`config.mk`:
```
export PLATFORM = sky130hd
export DESIGN_NAME = rv32_core
export DESIGN_NICKNAME = d
export VERILOG_FILES = /design/src/hw/rv32_pkg.sv /design/src/hw/fetch_stage.sv /design/src/hw/decode_stage.sv /design/src/hw/register_file.sv /design/src/hw/execute_stage.sv /design/src/hw/rv32_core.sv
export SDC_FILE = /design/constraint.sdc
export NUM_CORES = 2
export LEC_CHECK = 0
export BUFFER_PORTS_ARGS = -buffer_cell sky130_fd_sc_hd__buf_4
export CORE_MARGIN = 4
export CORE_UTILIZATION = 50
export DETAILED_ROUTE_END_ITERATION = 10
export HOLD_SLACK_MARGIN = 0.06
export PLACE_DENSITY = 0.66
export SYNTH_ARGS = -nofsm -noshare
export SYNTH_HDL_FRONTEND = slang
export SYNTH_SLANG_ARGS = --single-unit
```
`constraint.sdc`:
```
create_clock -name clk -period 7.9 [get_ports clk]
set_input_delay 1.975 -clock clk [delete_from_list [all_inputs] [get_ports clk]]
set_output_delay 1.975 -clock clk [all_outputs]
set_load 0.1 [all_outputs]
```
`src/hw/rv32_pkg.sv`:
```
`default_nettype none

package rv32_pkg;

  localparam int XLEN       = 32;
  localparam int REG_ADDR_W = 5;
  localparam int NUM_REGS   = 32;

  // major opcodes handled by the core
  typedef enum logic [6:0] {
    OP     = 7'b0110011,
    OP_IMM = 7'b0010011,
    LUI    = 7'b0110111
  } opcode_e;

  // funct3 codes shared by the register and immediate forms
  localparam logic [2:0] F3_ADD_SUB = 3'b000;
  localparam logic [2:0] F3_SLL     = 3'b001;
  localparam logic [2:0] F3_SLT     = 3'b010;
  localparam logic [2:0] F3_XOR     = 3'b100;
  localparam logic [2:0] F3_SRL_SRA = 3'b101;
  localparam logic [2:0] F3_OR      = 3'b110;
  localparam logic [2:0] F3_AND     = 3'b111;

  // funct7, bit 30 picks sub and sra
  localparam logic [6:0] F7_BASE = 7'b0000000;
  localparam logic [6:0] F7_ALT  = 7'b0100000;

  typedef enum logic [3:0] {
    ADD,
    SUB,
    AND,
    OR,
    XOR,
    SLT,
    SLL,
    SRL,
    SRA,
    PASS_B
  } alu_op_e;

  // one instruction word, seen as R, I or U format
  typedef union packed {
    struct packed {
      logic [6:0]            funct7;
      logic [REG_ADDR_W-1:0] rs2;
      logic [REG_ADDR_W-1:0] rs1;
      logic [2:0]            funct3;
      logic [REG_ADDR_W-1:0] rd;
      logic [6:0]            opcode;
    } r;
    struct packed {
      logic [11:0]           imm;
      logic [REG_ADDR_W-1:0] rs1;
      logic [2:0]            funct3;
      logic [REG_ADDR_W-1:0] rd;
      logic [6:0]            opcode;
    } i;
    struct packed {
      logic [19:0]           imm;
      logic [REG_ADDR_W-1:0] rd;
      logic [6:0]            opcode;
    } u;
  } instr_u;

endpackage

`default_nettype wire

```
`src/hw/fetch_stage.sv`:
```
`timescale 1ns/10ps
`default_nettype none

module fetch_stage #(
  parameter logic [rv32_pkg::XLEN-1:0] RESET_PC = '0
) (
  input  wire                       clk,
  input  wire                       arst_n,
  output logic                      ibus_cyc,
  output logic                      ibus_stb,
  output logic [rv32_pkg::XLEN-1:0] ibus_adr,
  input  wire                       ibus_ack,
  input  wire  [rv32_pkg::XLEN-1:0] ibus_rdata,
  output logic                      fetch_valid,
  output logic [rv32_pkg::XLEN-1:0] fetch_instr
);

  localparam logic [rv32_pkg::XLEN-1:0] PC_STEP = 4;

  logic                      bus_active;
  logic                      accept;
  logic [rv32_pkg::XLEN-1:0] pc;

  // word transferred at this edge
  assign accept = bus_active && ibus_ack;

  // cycle held open from the first clock after reset
  always_ff @(posedge clk or negedge arst_n) begin
    if (!arst_n) begin
      bus_active <= 1'b0;
    end else begin
      bus_active <= 1'b1;
    end
  end

  always_ff @(posedge clk or negedge arst_n) begin
    if (!arst_n) begin
      pc <= RESET_PC;
    end else if (accept) begin
      pc <= pc + PC_STEP;
    end
  end

  always_ff @(posedge clk or negedge arst_n) begin
    if (!arst_n) begin
      fetch_valid <= 1'b0;
    end else begin
      fetch_valid <= accept;
    end
  end

  // instruction word, only meaningful with fetch_valid
  always_ff @(posedge clk) begin
    if (accept) begin
      fetch_instr <= ibus_rdata;
    end
  end

  assign ibus_cyc = bus_active;
  assign ibus_stb = bus_active;
  assign ibus_adr = pc;

endmodule

`default_nettype wire

```
`src/hw/decode_stage.sv`:
```
`timescale 1ns/10ps
`default_nettype none

module decode_stage (
  input  wire                             clk,
  input  wire                             arst_n,
  input  wire                             fetch_valid,
  input  wire  [rv32_pkg::XLEN-1:0]       fetch_instr,
  output logic                            dec_valid,
  output rv32_pkg::alu_op_e               dec_alu_op,
  output logic [rv32_pkg::REG_ADDR_W-1:0] dec_rs1,
  output logic [rv32_pkg::REG_ADDR_W-1:0] dec_rs2,
  output logic [rv32_pkg::REG_ADDR_W-1:0] dec_rd,
  output logic [rv32_pkg::XLEN-1:0]       dec_imm,
  output logic                            dec_use_imm,
  output logic                            dec_write
);

  rv32_pkg::instr_u          instr;
  rv32_pkg::alu_op_e         alu_op;
  logic [rv32_pkg::XLEN-1:0] imm;
  logic                      is_op;
  logic                      is_op_imm;
  logic                      is_lui;
  logic                      is_shift;
  logic                      f3_ok;
  logic                      f7_ok;
  logic                      kept;

  assign instr = fetch_instr;

  assign is_op     = instr.r.opcode == rv32_pkg::OP;
  assign is_op_imm = instr.r.opcode == rv32_pkg::OP_IMM;
  assign is_lui    = instr.r.opcode == rv32_pkg::LUI;

  assign is_shift = (instr.r.funct3 == rv32_pkg::F3_SLL) ||
                    (instr.r.funct3 == rv32_pkg::F3_SRL_SRA);

  // alternate funct7 only for sub and sra
  assign f7_ok = (instr.r.funct7 == rv32_pkg::F7_BASE) ||
                 ((instr.r.funct7 == rv32_pkg::F7_ALT) &&
                  ((instr.r.funct3 == rv32_pkg::F3_SRL_SRA) ||
                   (is_op && instr.r.funct3 == rv32_pkg::F3_ADD_SUB)));

  // i-type only checks funct7 on shifts
  assign kept = is_lui ||
                (is_op && f3_ok && f7_ok) ||
                (is_op_imm && f3_ok && (!is_shift || f7_ok));

  always_comb begin
    f3_ok  = 1'b1;
    alu_op = rv32_pkg::ADD;
    case (instr.r.funct3)
      rv32_pkg::F3_ADD_SUB: alu_op = (is_op && instr.r.funct7[5]) ? rv32_pkg::SUB
                                                                   : rv32_pkg::ADD;
      rv32_pkg::F3_SLL:     alu_op = rv32_pkg::SLL;
      rv32_pkg::F3_SLT:     alu_op = rv32_pkg::SLT;
      rv32_pkg::F3_XOR:     alu_op = rv32_pkg::XOR;
      rv32_pkg::F3_SRL_SRA: alu_op = instr.r.funct7[5] ? rv32_pkg::SRA : rv32_pkg::SRL;
      rv32_pkg::F3_OR:      alu_op = rv32_pkg::OR;
      rv32_pkg::F3_AND:     alu_op = rv32_pkg::AND;
      default:              f3_ok  = 1'b0;
    endcase
    if (is_lui) begin
      alu_op = rv32_pkg::PASS_B;
    end
  end

  // lui immediate fills the upper 20 bits
  assign imm = is_lui ? {instr.u.imm, 12'b0}
                      : {{(rv32_pkg::XLEN - 12){instr.i.imm[11]}}, instr.i.imm};

  always_ff @(posedge clk or negedge arst_n) begin
    if (!arst_n) begin
      dec_valid <= 1'b0;
    end else begin
      dec_valid <= fetch_valid && kept;
    end
  end

  always_ff @(posedge clk) begin
    if (fetch_valid) begin
      dec_alu_op  <= alu_op;
      dec_rs1     <= instr.r.rs1;
      dec_rs2     <= instr.r.rs2;
      dec_rd      <= instr.r.rd;
      dec_imm     <= imm;
      dec_use_imm <= !is_op;
      dec_write   <= instr.r.rd != '0;
    end
  end

endmodule

`default_nettype wire

```
`src/hw/register_file.sv`:
```
`timescale 1ns/10ps
`default_nettype none

module register_file (
  input  wire                             clk,
  input  wire                             arst_n,
  input  wire  [rv32_pkg::REG_ADDR_W-1:0] rs1_addr,
  input  wire  [rv32_pkg::REG_ADDR_W-1:0] rs2_addr,
  output logic [rv32_pkg::XLEN-1:0]       rs1_data,
  output logic [rv32_pkg::XLEN-1:0]       rs2_data,
  input  wire                             wr_en,
  input  wire  [rv32_pkg::REG_ADDR_W-1:0] wr_addr,
  input  wire  [rv32_pkg::XLEN-1:0]       wr_data
);

  // x0 has no storage
  logic [rv32_pkg::XLEN-1:0] regs [1:rv32_pkg::NUM_REGS-1];

  always_ff @(posedge clk or negedge arst_n) begin
    if (!arst_n) begin
      for (int i = 1; i < rv32_pkg::NUM_REGS; i++) begin
        regs[i] <= '0;
      end
    end else if (wr_en && wr_addr != '0) begin
      regs[wr_addr] <= wr_data;
    end
  end

  assign rs1_data = (rs1_addr == '0) ? '0 : regs[rs1_addr];
  assign rs2_data = (rs2_addr == '0) ? '0 : regs[rs2_addr];

endmodule

`default_nettype wire

```
`src/hw/execute_stage.sv`:
```
`timescale 1ns/10ps
`default_nettype none

module execute_stage (
  input  wire                             clk,
  input  wire                             arst_n,
  input  wire                             dec_valid,
  input  wire  rv32_pkg::alu_op_e         dec_alu_op,
  input  wire  [rv32_pkg::REG_ADDR_W-1:0] dec_rs1,
  input  wire  [rv32_pkg::REG_ADDR_W-1:0] dec_rs2,
  input  wire  [rv32_pkg::REG_ADDR_W-1:0] dec_rd,
  input  wire  [rv32_pkg::XLEN-1:0]       dec_imm,
  input  wire                             dec_use_imm,
  input  wire                             dec_write,
  output logic [rv32_pkg::REG_ADDR_W-1:0] rs1_addr,
  output logic [rv32_pkg::REG_ADDR_W-1:0] rs2_addr,
  input  wire  [rv32_pkg::XLEN-1:0]       rs1_data,
  input  wire  [rv32_pkg::XLEN-1:0]       rs2_data,
  output logic                            wr_en,
  output logic [rv32_pkg::REG_ADDR_W-1:0] wr_addr,
  output logic [rv32_pkg::XLEN-1:0]       wr_data,
  output logic                            retire_valid,
  output logic [rv32_pkg::REG_ADDR_W-1:0] retire_rd,
  output logic [rv32_pkg::XLEN-1:0]       retire_data
);

  localparam int SHAMT_W = $clog2(rv32_pkg::XLEN);

  logic [rv32_pkg::XLEN-1:0] op_a;
  logic [rv32_pkg::XLEN-1:0] op_b;
  logic [SHAMT_W-1:0]        shamt;
  logic [rv32_pkg::XLEN-1:0] result;

  assign rs1_addr = dec_rs1;
  assign rs2_addr = dec_rs2;

  assign op_a  = rs1_data;
  assign op_b  = dec_use_imm ? dec_imm : rs2_data;
  assign shamt = op_b[SHAMT_W-1:0];

  always_comb begin
    case (dec_alu_op)
      rv32_pkg::ADD:    result = op_a + op_b;
      rv32_pkg::SUB:    result = op_a - op_b;
      rv32_pkg::AND:    result = op_a & op_b;
      rv32_pkg::OR:     result = op_a | op_b;
      rv32_pkg::XOR:    result = op_a ^ op_b;
      rv32_pkg::SLT:    result = {{(rv32_pkg::XLEN - 1){1'b0}}, $signed(op_a) < $signed(op_b)};
      rv32_pkg::SLL:    result = op_a << shamt;
      rv32_pkg::SRL:    result = op_a >> shamt;
      // arithmetic shift keeps the sign
      rv32_pkg::SRA:    result = $signed(op_a) >>> shamt;
      rv32_pkg::PASS_B: result = op_b;
      default:          result = '0;
    endcase
  end

  // regfile write lands on the same edge as retire
  assign wr_en   = dec_valid && dec_write;
  assign wr_addr = dec_rd;
  assign wr_data = result;

  always_ff @(posedge clk or negedge arst_n) begin
    if (!arst_n) begin
      retire_valid <= 1'b0;
    end else begin
      retire_valid <= dec_valid;
    end
  end

  always_ff @(posedge clk) begin
    if (dec_valid) begin
      retire_rd   <= dec_rd;
      retire_data <= result;
    end
  end

endmodule

`default_nettype wire

```
`src/hw/rv32_core.sv`:
```
`timescale 1ns/10ps
`default_nettype none

module rv32_core #(
  parameter logic [rv32_pkg::XLEN-1:0] RESET_PC = '0
) (
  input  wire                             clk,
  input  wire                             arst_n,
  output logic                            ibus_cyc,
  output logic                            ibus_stb,
  output logic [rv32_pkg::XLEN-1:0]       ibus_adr,
  input  wire                             ibus_ack,
  input  wire  [rv32_pkg::XLEN-1:0]       ibus_rdata,
  output logic                            retire_valid,
  output logic [rv32_pkg::REG_ADDR_W-1:0] retire_rd,
  output logic [rv32_pkg::XLEN-1:0]       retire_data
);

  // fetch to decode
  logic                            fetch_valid;
  logic [rv32_pkg::XLEN-1:0]       fetch_instr;

  // decode to execute
  logic                            dec_valid;
  rv32_pkg::alu_op_e               dec_alu_op;
  logic [rv32_pkg::REG_ADDR_W-1:0] dec_rs1;
  logic [rv32_pkg::REG_ADDR_W-1:0] dec_rs2;
  logic [rv32_pkg::REG_ADDR_W-1:0] dec_rd;
  logic [rv32_pkg::XLEN-1:0]       dec_imm;
  logic                            dec_use_imm;
  logic                            dec_write;

  // register file ports
  logic [rv32_pkg::REG_ADDR_W-1:0] rs1_addr;
  logic [rv32_pkg::REG_ADDR_W-1:0] rs2_addr;
  logic [rv32_pkg::XLEN-1:0]       rs1_data;
  logic [rv32_pkg::XLEN-1:0]       rs2_data;
  logic                            wr_en;
  logic [rv32_pkg::REG_ADDR_W-1:0] wr_addr;
  logic [rv32_pkg::XLEN-1:0]       wr_data;

  fetch_stage #(
    .RESET_PC(RESET_PC)
  ) fetch_stage_inst (
    .clk        (clk),
    .arst_n     (arst_n),
    .ibus_cyc   (ibus_cyc),
    .ibus_stb   (ibus_stb),
    .ibus_adr   (ibus_adr),
    .ibus_ack   (ibus_ack),
    .ibus_rdata (ibus_rdata),
    .fetch_valid(fetch_valid),
    .fetch_instr(fetch_instr)
  );

  decode_stage decode_stage_inst (
    .clk        (clk),
    .arst_n     (arst_n),
    .fetch_valid(fetch_valid),
    .fetch_instr(fetch_instr),
    .dec_valid  (dec_valid),
    .dec_alu_op (dec_alu_op),
    .dec_rs1    (dec_rs1),
    .dec_rs2    (dec_rs2),
    .dec_rd     (dec_rd),
    .dec_imm    (dec_imm),
    .dec_use_imm(dec_use_imm),
    .dec_write  (dec_write)
  );

  execute_stage execute_stage_inst (
    .clk         (clk),
    .arst_n      (arst_n),
    .dec_valid   (dec_valid),
    .dec_alu_op  (dec_alu_op),
    .dec_rs1     (dec_rs1),
    .dec_rs2     (dec_rs2),
    .dec_rd      (dec_rd),
    .dec_imm     (dec_imm),
    .dec_use_imm (dec_use_imm),
    .dec_write   (dec_write),
    .rs1_addr    (rs1_addr),
    .rs2_addr    (rs2_addr),
    .rs1_data    (rs1_data),
    .rs2_data    (rs2_data),
    .wr_en       (wr_en),
    .wr_addr     (wr_addr),
    .wr_data     (wr_data),
    .retire_valid(retire_valid),
    .retire_rd   (retire_rd),
    .retire_data (retire_data)
  );

  register_file register_file_inst (
    .clk     (clk),
    .arst_n  (arst_n),
    .rs1_addr(rs1_addr),
    .rs2_addr(rs2_addr),
    .rs1_data(rs1_data),
    .rs2_data(rs2_data),
    .wr_en   (wr_en),
    .wr_addr (wr_addr),
    .wr_data (wr_data)
  );

endmodule

`default_nettype wire

```
# --- After elaboration in Yosys (flattened, before gate mapping) ---
# Cells that the tools add are included.
# Widths: inputs -> output; s select.
totals:
  elab_cells: 129
  latchBits: 0
  reg_bits: 1150
  mem_count: 0
  input_bits: 35
  mem_bits_ro: 0
  ramBits: 0
  output_inout_bits: 72
op_classes:
  muxes: 18
  n_div: 0
  n_reduce_logical: 28
  magnitude_cmp: 5
  multipliers: 0
  n_eq_ne: 19
  add_sub_neg: 3
  n_shift: 3
  n_bitwise: 6
ops:
  columns: ["op", "count"]
  rows:
  - ["$bwmux 992", 1]
  - ["$bmux 32 s5", 2]
  - ["$pmux 32 s10", 1]
  - ["$mux 32", 8]
  - ["$demux 32 s5", 1]
  - ["$add 32x3->32 const B", 1]
  - ["$add 32x32->32", 1]
  - ["$and 32x32->32", 1]
  - ["$lt 32x32->1", 1]
  - ["$or 32x32->32", 1]
  - ["$shl 32x5->32", 1]
  - ["$shr 32x5->32", 1]
  - ["$sshr 32x5->32", 1]
  - ["$sub 32x32->32", 1]
  - ["$xor 32x32->32", 1]
  - ["$mux 31", 1]
  - ["$pmux 4 s7", 1]
  - ["$eq 7x6->1 const B", 3]
  - ["$ge 6x6->1 const B", 3]
  - ["$not 5->6", 3]
  - ["$eq 4x3->1 const B", 4]
  - ["$eq 3x3->1 const B", 4]
  - ["$logic_and 1x1->1", 12]
  - ["$logic_not 5->1", 2]
  - ["16 further kinds", 26]

# --- Logic depth before layout (Yosys ltp) ---
depth:
  depth_word: 9
  depth_mapped: 32
  mapped_depth_nobuf: 19

# --- By module ---
# From an unflattened synthesis, not the netlist that was laid out.
hier_totals:
  hier_cells: 5429
  hier_area_um2: 68838.5
by_module_without_submodules:
  columns: ["mod", "instances", "area_each_um2", "cells_per_inst"]
  rows:
  - ["register_file", 1, 53488.8, 3666]
  - ["execute_stage", 1, 10799.1, 1472]
  - ["fetch_stage", 1, 2442.3, 161]
  - ["decode_stage", 1, 2108.3, 130]

# --- Worst setup path before layout ---
# OpenSTA, ideal clock, no wires.
synth_path:
  kind: "register -> register"
  start: "register decode_stage_inst.dec_rs2[1] (netlist bit)"
  end: "register execute_stage_inst.retire_data[22] (netlist bit) (data pin)"
  stages_incl_launch_ff: 27
  n_path_buf: 10
  arrival_time_ns: 6.099
  setup_ns: 0.251
  required_ns: 7.649
  setup_slack_ns: 1.550
  synth_period_minus_slack_ns: 6.350
  path_cell_list: "edfxtp_1 -> buf_2 -> buf_4 -> buf_4 -> buf_4 -> buf_4 -> buf_2 -> clkbuf_1 -> buf_1 -> mux4_2 -> mux4_2 -> mux2i_1 -> o21ai_1 -> ha_1 -> clkbuf_1 -> nor3_1 -> a31oi_1 -> a211oi_1 -> o311ai_0 -> nand2_1 -> a21o_1 -> a311oi_1 -> xnor2_1 -> o22ai_1 -> nor3b_4 -> buf_6 -> inv_2"
synth_between:
  elab_chain_len: 8
  word_cells_on_any_way: 16
synth_rtl:
  columns: ["item", "line", "rtl"]
  rows:
  - ["from (decl)", "decode_stage.sv:12", "output logic [rv32_pkg::REG_ADDR_W-1:0] dec_rs2,"]
  - ["from (signal assigned)", "decode_stage.sv:85", "dec_rs2 <= instr.r.rs2;"]
  - ["$not 5->6 (implied by the code)", "register_file.sv:30", "assign rs2_data = (rs2_addr == '0) ? '0 : regs[rs2_addr];"]
  - ["$bmux 32 s5", "register_file.sv:30", null]
  - ["$mux 32 (implied by the code) (2 in series)", "register_file.sv:30", null]
  - ["$mux 32 *", "register_file.sv:30", null]
  - ["$mux 32 *", "execute_stage.sv:38", "assign op_b = dec_use_imm ? dec_imm : rs2_data;"]
  - ["$sub 32x32->32, or another cell as far along", "execute_stage.sv:44", "rv32_pkg::SUB: result = op_a - op_b;"]
  - ["$pmux 32 s10 *", "execute_stage.sv:42", "case (dec_alu_op)"]
  - ["net execute_stage_inst.wr_data (one bit)", "execute_stage.sv:21", "output logic [rv32_pkg::XLEN-1:0] wr_data,"]
  - ["to (signal assigned)", "execute_stage.sv:74", "retire_data <= result;"]
  - ["to (decl)", "execute_stage.sv:24", "output logic [rv32_pkg::XLEN-1:0] retire_data"]
# Mark *: on every way through the listed nets, which the timed path passes. The rest lies on a longest branch. The select of a mux whose other input is x is not followed.
# A chain may end at the register's enable or synchronous reset.

# --- Final worst setup path ---
layout_path:
  start: "register decode_stage_inst.dec_rs1[2] (netlist bit)"
  end: "register execute_stage_inst.retire_data[0] (netlist bit) (data pin)"
layout_between:
  elab_chain_len: 7
  word_cells_on_any_way: 16
layout_rtl:
  columns: ["item", "line", "rtl"]
  rows:
  - ["from (decl)", "decode_stage.sv:11", "output logic [rv32_pkg::REG_ADDR_W-1:0] dec_rs1,"]
  - ["from (signal assigned)", "decode_stage.sv:84", "dec_rs1 <= instr.r.rs1;"]
  - ["$not 5->6 (implied by the code)", "register_file.sv:29", "assign rs1_data = (rs1_addr == '0) ? '0 : regs[rs1_addr];"]
  - ["$bmux 32 s5", "register_file.sv:29", null]
  - ["$mux 32 (implied by the code) (2 in series)", "register_file.sv:29", null]
  - ["$mux 32 *", "register_file.sv:29", null]
  - ["$sub 32x32->32, or another cell as far along", "execute_stage.sv:44", null]
  - ["$pmux 32 s10 *", "execute_stage.sv:42", null]
  - ["net execute_stage_inst.wr_data (one bit)", "execute_stage.sv:21", null]
# Marks and branches as above.

==> results_dict.tcl <==
set metrics [dict create \
    outcome "complete, no violations" \
    post-cts-setup-buffer-count 0 \
    worst_path_largest_cell_delay_ns 1.06 \
    drive_gt1_share_pct 19.36 \
    finalHoldViolCount 0 \
    ant_nets 0 \
    worstSetupEndpointType "register" \
    grt_first_pass_wirelength_um 375300 \
    clock-root-buffer "clkbuf_16" \
    fin_worst_skew_ns 0.09613 \
    port-buffer-count 104 \
    cts_buffer_depth 3 \
    grt_pass1_vias 53720 \
    die-area_um2 140400 \
    period_needed_ns 7.422 \
    die_y_um 374.7 \
    leakage_nw 32.09 \
    die_w_um 374.7 \
    io_pins 107 \
    cts.clk_slew.worst_paths_ns 0.06 \
    vias 56310 \
    firstDrtPassIters 6 \
    worstSkewPairLatency_ns 0.79 \
    timing.final.crit_share_pct 93.95 \
    grt_max_degree 158 \
    ys_top_cells_by_count "dfrtp_1, nor2_1, nand2_1" \
    ys.flop_type "dfrtp_1" \
    groute.usage.overall_pct 35.92 \
    synthTopCellsByArea "dfrtp_1, mux4_2, edfxtp_1" \
    maxSlewHeadroom_pct 9.921 \
    ys_warn_count 0 \
    ys_ff_latch 1148 \
    critPathArrivalTime_ns 7.92 \
    placed_area_um2 70330 \
    power_density_nw_per_um2 186.7 \
    ys_types 101 \
    drt_iter0_drc 7791 \
    drt_wl_total_um 256700 \
    synthMostInstantiatedCell "dfrtp_1" \
    synth_top_cell_by_area "dfrtp_1" \
    slew_viol_final 0 \
    syn_inst 6490 \
    hpwl_um 174700 \
    crit_slowest_cell "edfxtp_1" \
    cts.repair.resized 0 \
    critPathTopFamily "simple AND/OR/NAND/NOR gates" \
    syn_area_per_cell_um2 10.36 \
    cts.sinks 1148 \
    worst_pin_slew_ns 1.348 \
    drv_cap 0 \
    htree_levels 3 \
    ir_worst_vdd_mv 0.1982 \
    grt_antenna_before_repair 13 \
    drc 0 \
    rsz0062_at_grt "no" \
    startpoint_type "register" \
    core-area_um2 133500 \
    synth_top_area_share_pct 38.18 \
    final_cell_area_um2 74460 \
    area_delta_synth_final_pct 10.75 \
    initial_utilization_pct 50.38 \
    avgRoutedWirePerCell_um 31.05 \
    path_max_fanout 32 \
    cp_common_cell "buf_4" \
    netlist_area_um2 67240 \
    cts_inserted_buffers 120 \
    synth_edf_count 122 \
    setup_tns_ns 0 \
    fmax_mhz 134.7 \
    hp-class "register to register" \
    required_ns 8.40 \
    synthArstFlopShare_pct 89.37 \
    final_nets 6524 \
    setup_viol 0 \
    ctsHoldBuffers 0 \
    gp_congestion 1.050 \
    cp_num_buf_inv 5 \
    tritoncts "built" \
    grt_overflow 0 \
    rows 134 \
    via_per_inst 6.808 \
    path_class "register to register" \
    path_cells "nand2b_1, buf_4, o22ai_1, nor3_1, buf_4, nor3_1, ha_1, nor3_1, a31oi_1, a211oi_1, o311ai_0, buf_4, o211ai_1, a21oi_1, o21ba_2, o2111ai_1, and3_1, buf_4, inv_1" \
    yosysSeqAreaShare_pct 43.63 \
]
## state kept, by name (all words and copies together) (netlist names)
name	flops
decode_stage_inst.dec_alu_op	4
decode_stage_inst.dec_imm	32
decode_stage_inst.dec_rd	5
decode_stage_inst.dec_rs1	5
decode_stage_inst.dec_rs2	5
decode_stage_inst.dec_use_imm	1
decode_stage_inst.dec_valid	1
decode_stage_inst.dec_write	1
execute_stage_inst.retire_data	32
execute_stage_inst.retire_rd	5
execute_stage_inst.retire_valid	1
fetch_stage_inst.fetch_instr	32
fetch_stage_inst.fetch_valid	1
fetch_stage_inst.ibus_adr	30
fetch_stage_inst.ibus_cyc	1
register_file_inst.regs	992
## stage by stage
step,utilization [%],cells,power [mW],hold WS [ns],worst slack [ns]
after floorplan,-,6491,7.272,0.4244,1.550
final,55.80,8270,13.90,0.4583,0.4776
after global routing,55.78,8262,14.29,0.4686,0.3097
after detailed placement,52.70,8034,8.064,0.4433,0.8001
after CTS,55.78,8262,13.90,0.4593,0.7400
after global placement,52.70,8034,8.066,0.4333,0.8163
## report_power, final
part	internal, mW	total [mW]	switching, mW	leakage, nW
combinational	0.530	1.96	1.43	14.6
sequential	6.02	6.07	0.0520	15.5
clock	3.34	5.88	2.54	2.01
total	9.88	13.9	4.02	32.1
## worst reg2reg max path: stages (launching register included)
cell and delay, ns:
edfxtp_1 1.06, nand2b_1 0.83, buf_4 0.46, o22ai_1 0.20
nor3_1 0.11, buf_4 0.19, nor3_1 0.63, ha_1 0.47
nor3_1 0.36, a31oi_1 0.13, a211oi_1 0.37, o311ai_0 0.21
buf_4 0.21, o211ai_1 0.37, a21oi_1 0.19, o21ba_2 0.25
o2111ai_1 0.42, and3_1 0.24, buf_4 0.34, inv_1 0.14
## cell usage in the layout (no fill, tap or decap), types with 27 or more instances in the layout
cell type,instances
a211oi_1,29
a21o_1,38
a21oi_1,624
a21oi_2,34
a221oi_1,64
a22o_1,41
a22oi_1,76
a31oi_1,60
buf_12,41
buf_4,324
clkbuf_1,27
clkbuf_16,121
dfrtp_1,1024
edfxtp_1,122
ha_1,99
inv_1,115
mux2_2,174
mux2i_1,293
mux4_2,376
nand2_1,632
nand3_1,67
nor2_1,701
nor2_4,31
nor2b_1,61
nor3_1,50
o211ai_1,42
o21ai_0,357
o21ai_1,180
o22ai_1,63
xnor2_1,32
## cells by family after synthesis
kind of cell / Yosys count / share of synthesized area (%)
adder cells (fa/ha/maj): 101 / 1.902
other: 2 / 0.01117
AND/OR/NAND/NOR: 1721 / 10.81
buffers and inverters: 731 / 5.047
AO/OA/AOI/OAI: 1873 / 17.18
multiplexers: 873 / 20.89
XOR/XNOR: 41 / 0.5341
flip-flops: 1148 / 43.63
## cell type report
cell class / count / area (µm²)
multi-input combinational: 4612 / 34980
clock inverter: 54 / 630.6
fill: 11530 / 58990
inverter: 140 / 528.0
sequential: 1148 / 29340
timing repair buffer: 366 / 3268
antenna: 8 / 20.02
tap: 1768 / 2212
clock buffer: 174 / 3487
## routing by layer
layer | GRT usage (%) | part of all wire [%]
met1 | 49.61 | 39
met2 | 51.76 | 43
met3 | 10.30 | 12
met4 | 18.53 | 6.2
met5 | 0 | 0.014
## worst paths after layout
| kind | slack, ns | to | from | cells past startpoint |
|---|---|---|---|---|
| worst max-delay path | 0.48 | execute_stage_inst.retire_data[0] | decode_stage_inst.dec_rs1[2] | 19 |
| max in group asynchronous | 4.99 | register_file_inst.regs[382] | arst_n | 3 |
| min in group asynchronous | 1.26 | fetch_stage_inst.ibus_adr[12] | arst_n | 1 |
| worst min-delay path | 0.46 | decode_stage_inst.dec_rd[2] | fetch_stage_inst.fetch_instr[9] | 0 |
| worst max register to register | 0.48 | execute_stage_inst.retire_data[0] | decode_stage_inst.dec_rs1[2] | 19 |
| worst min register to register | 0.46 | decode_stage_inst.dec_rd[2] | fetch_stage_inst.fetch_instr[9] | 0 |
Power figures use the tool's default switching activity.
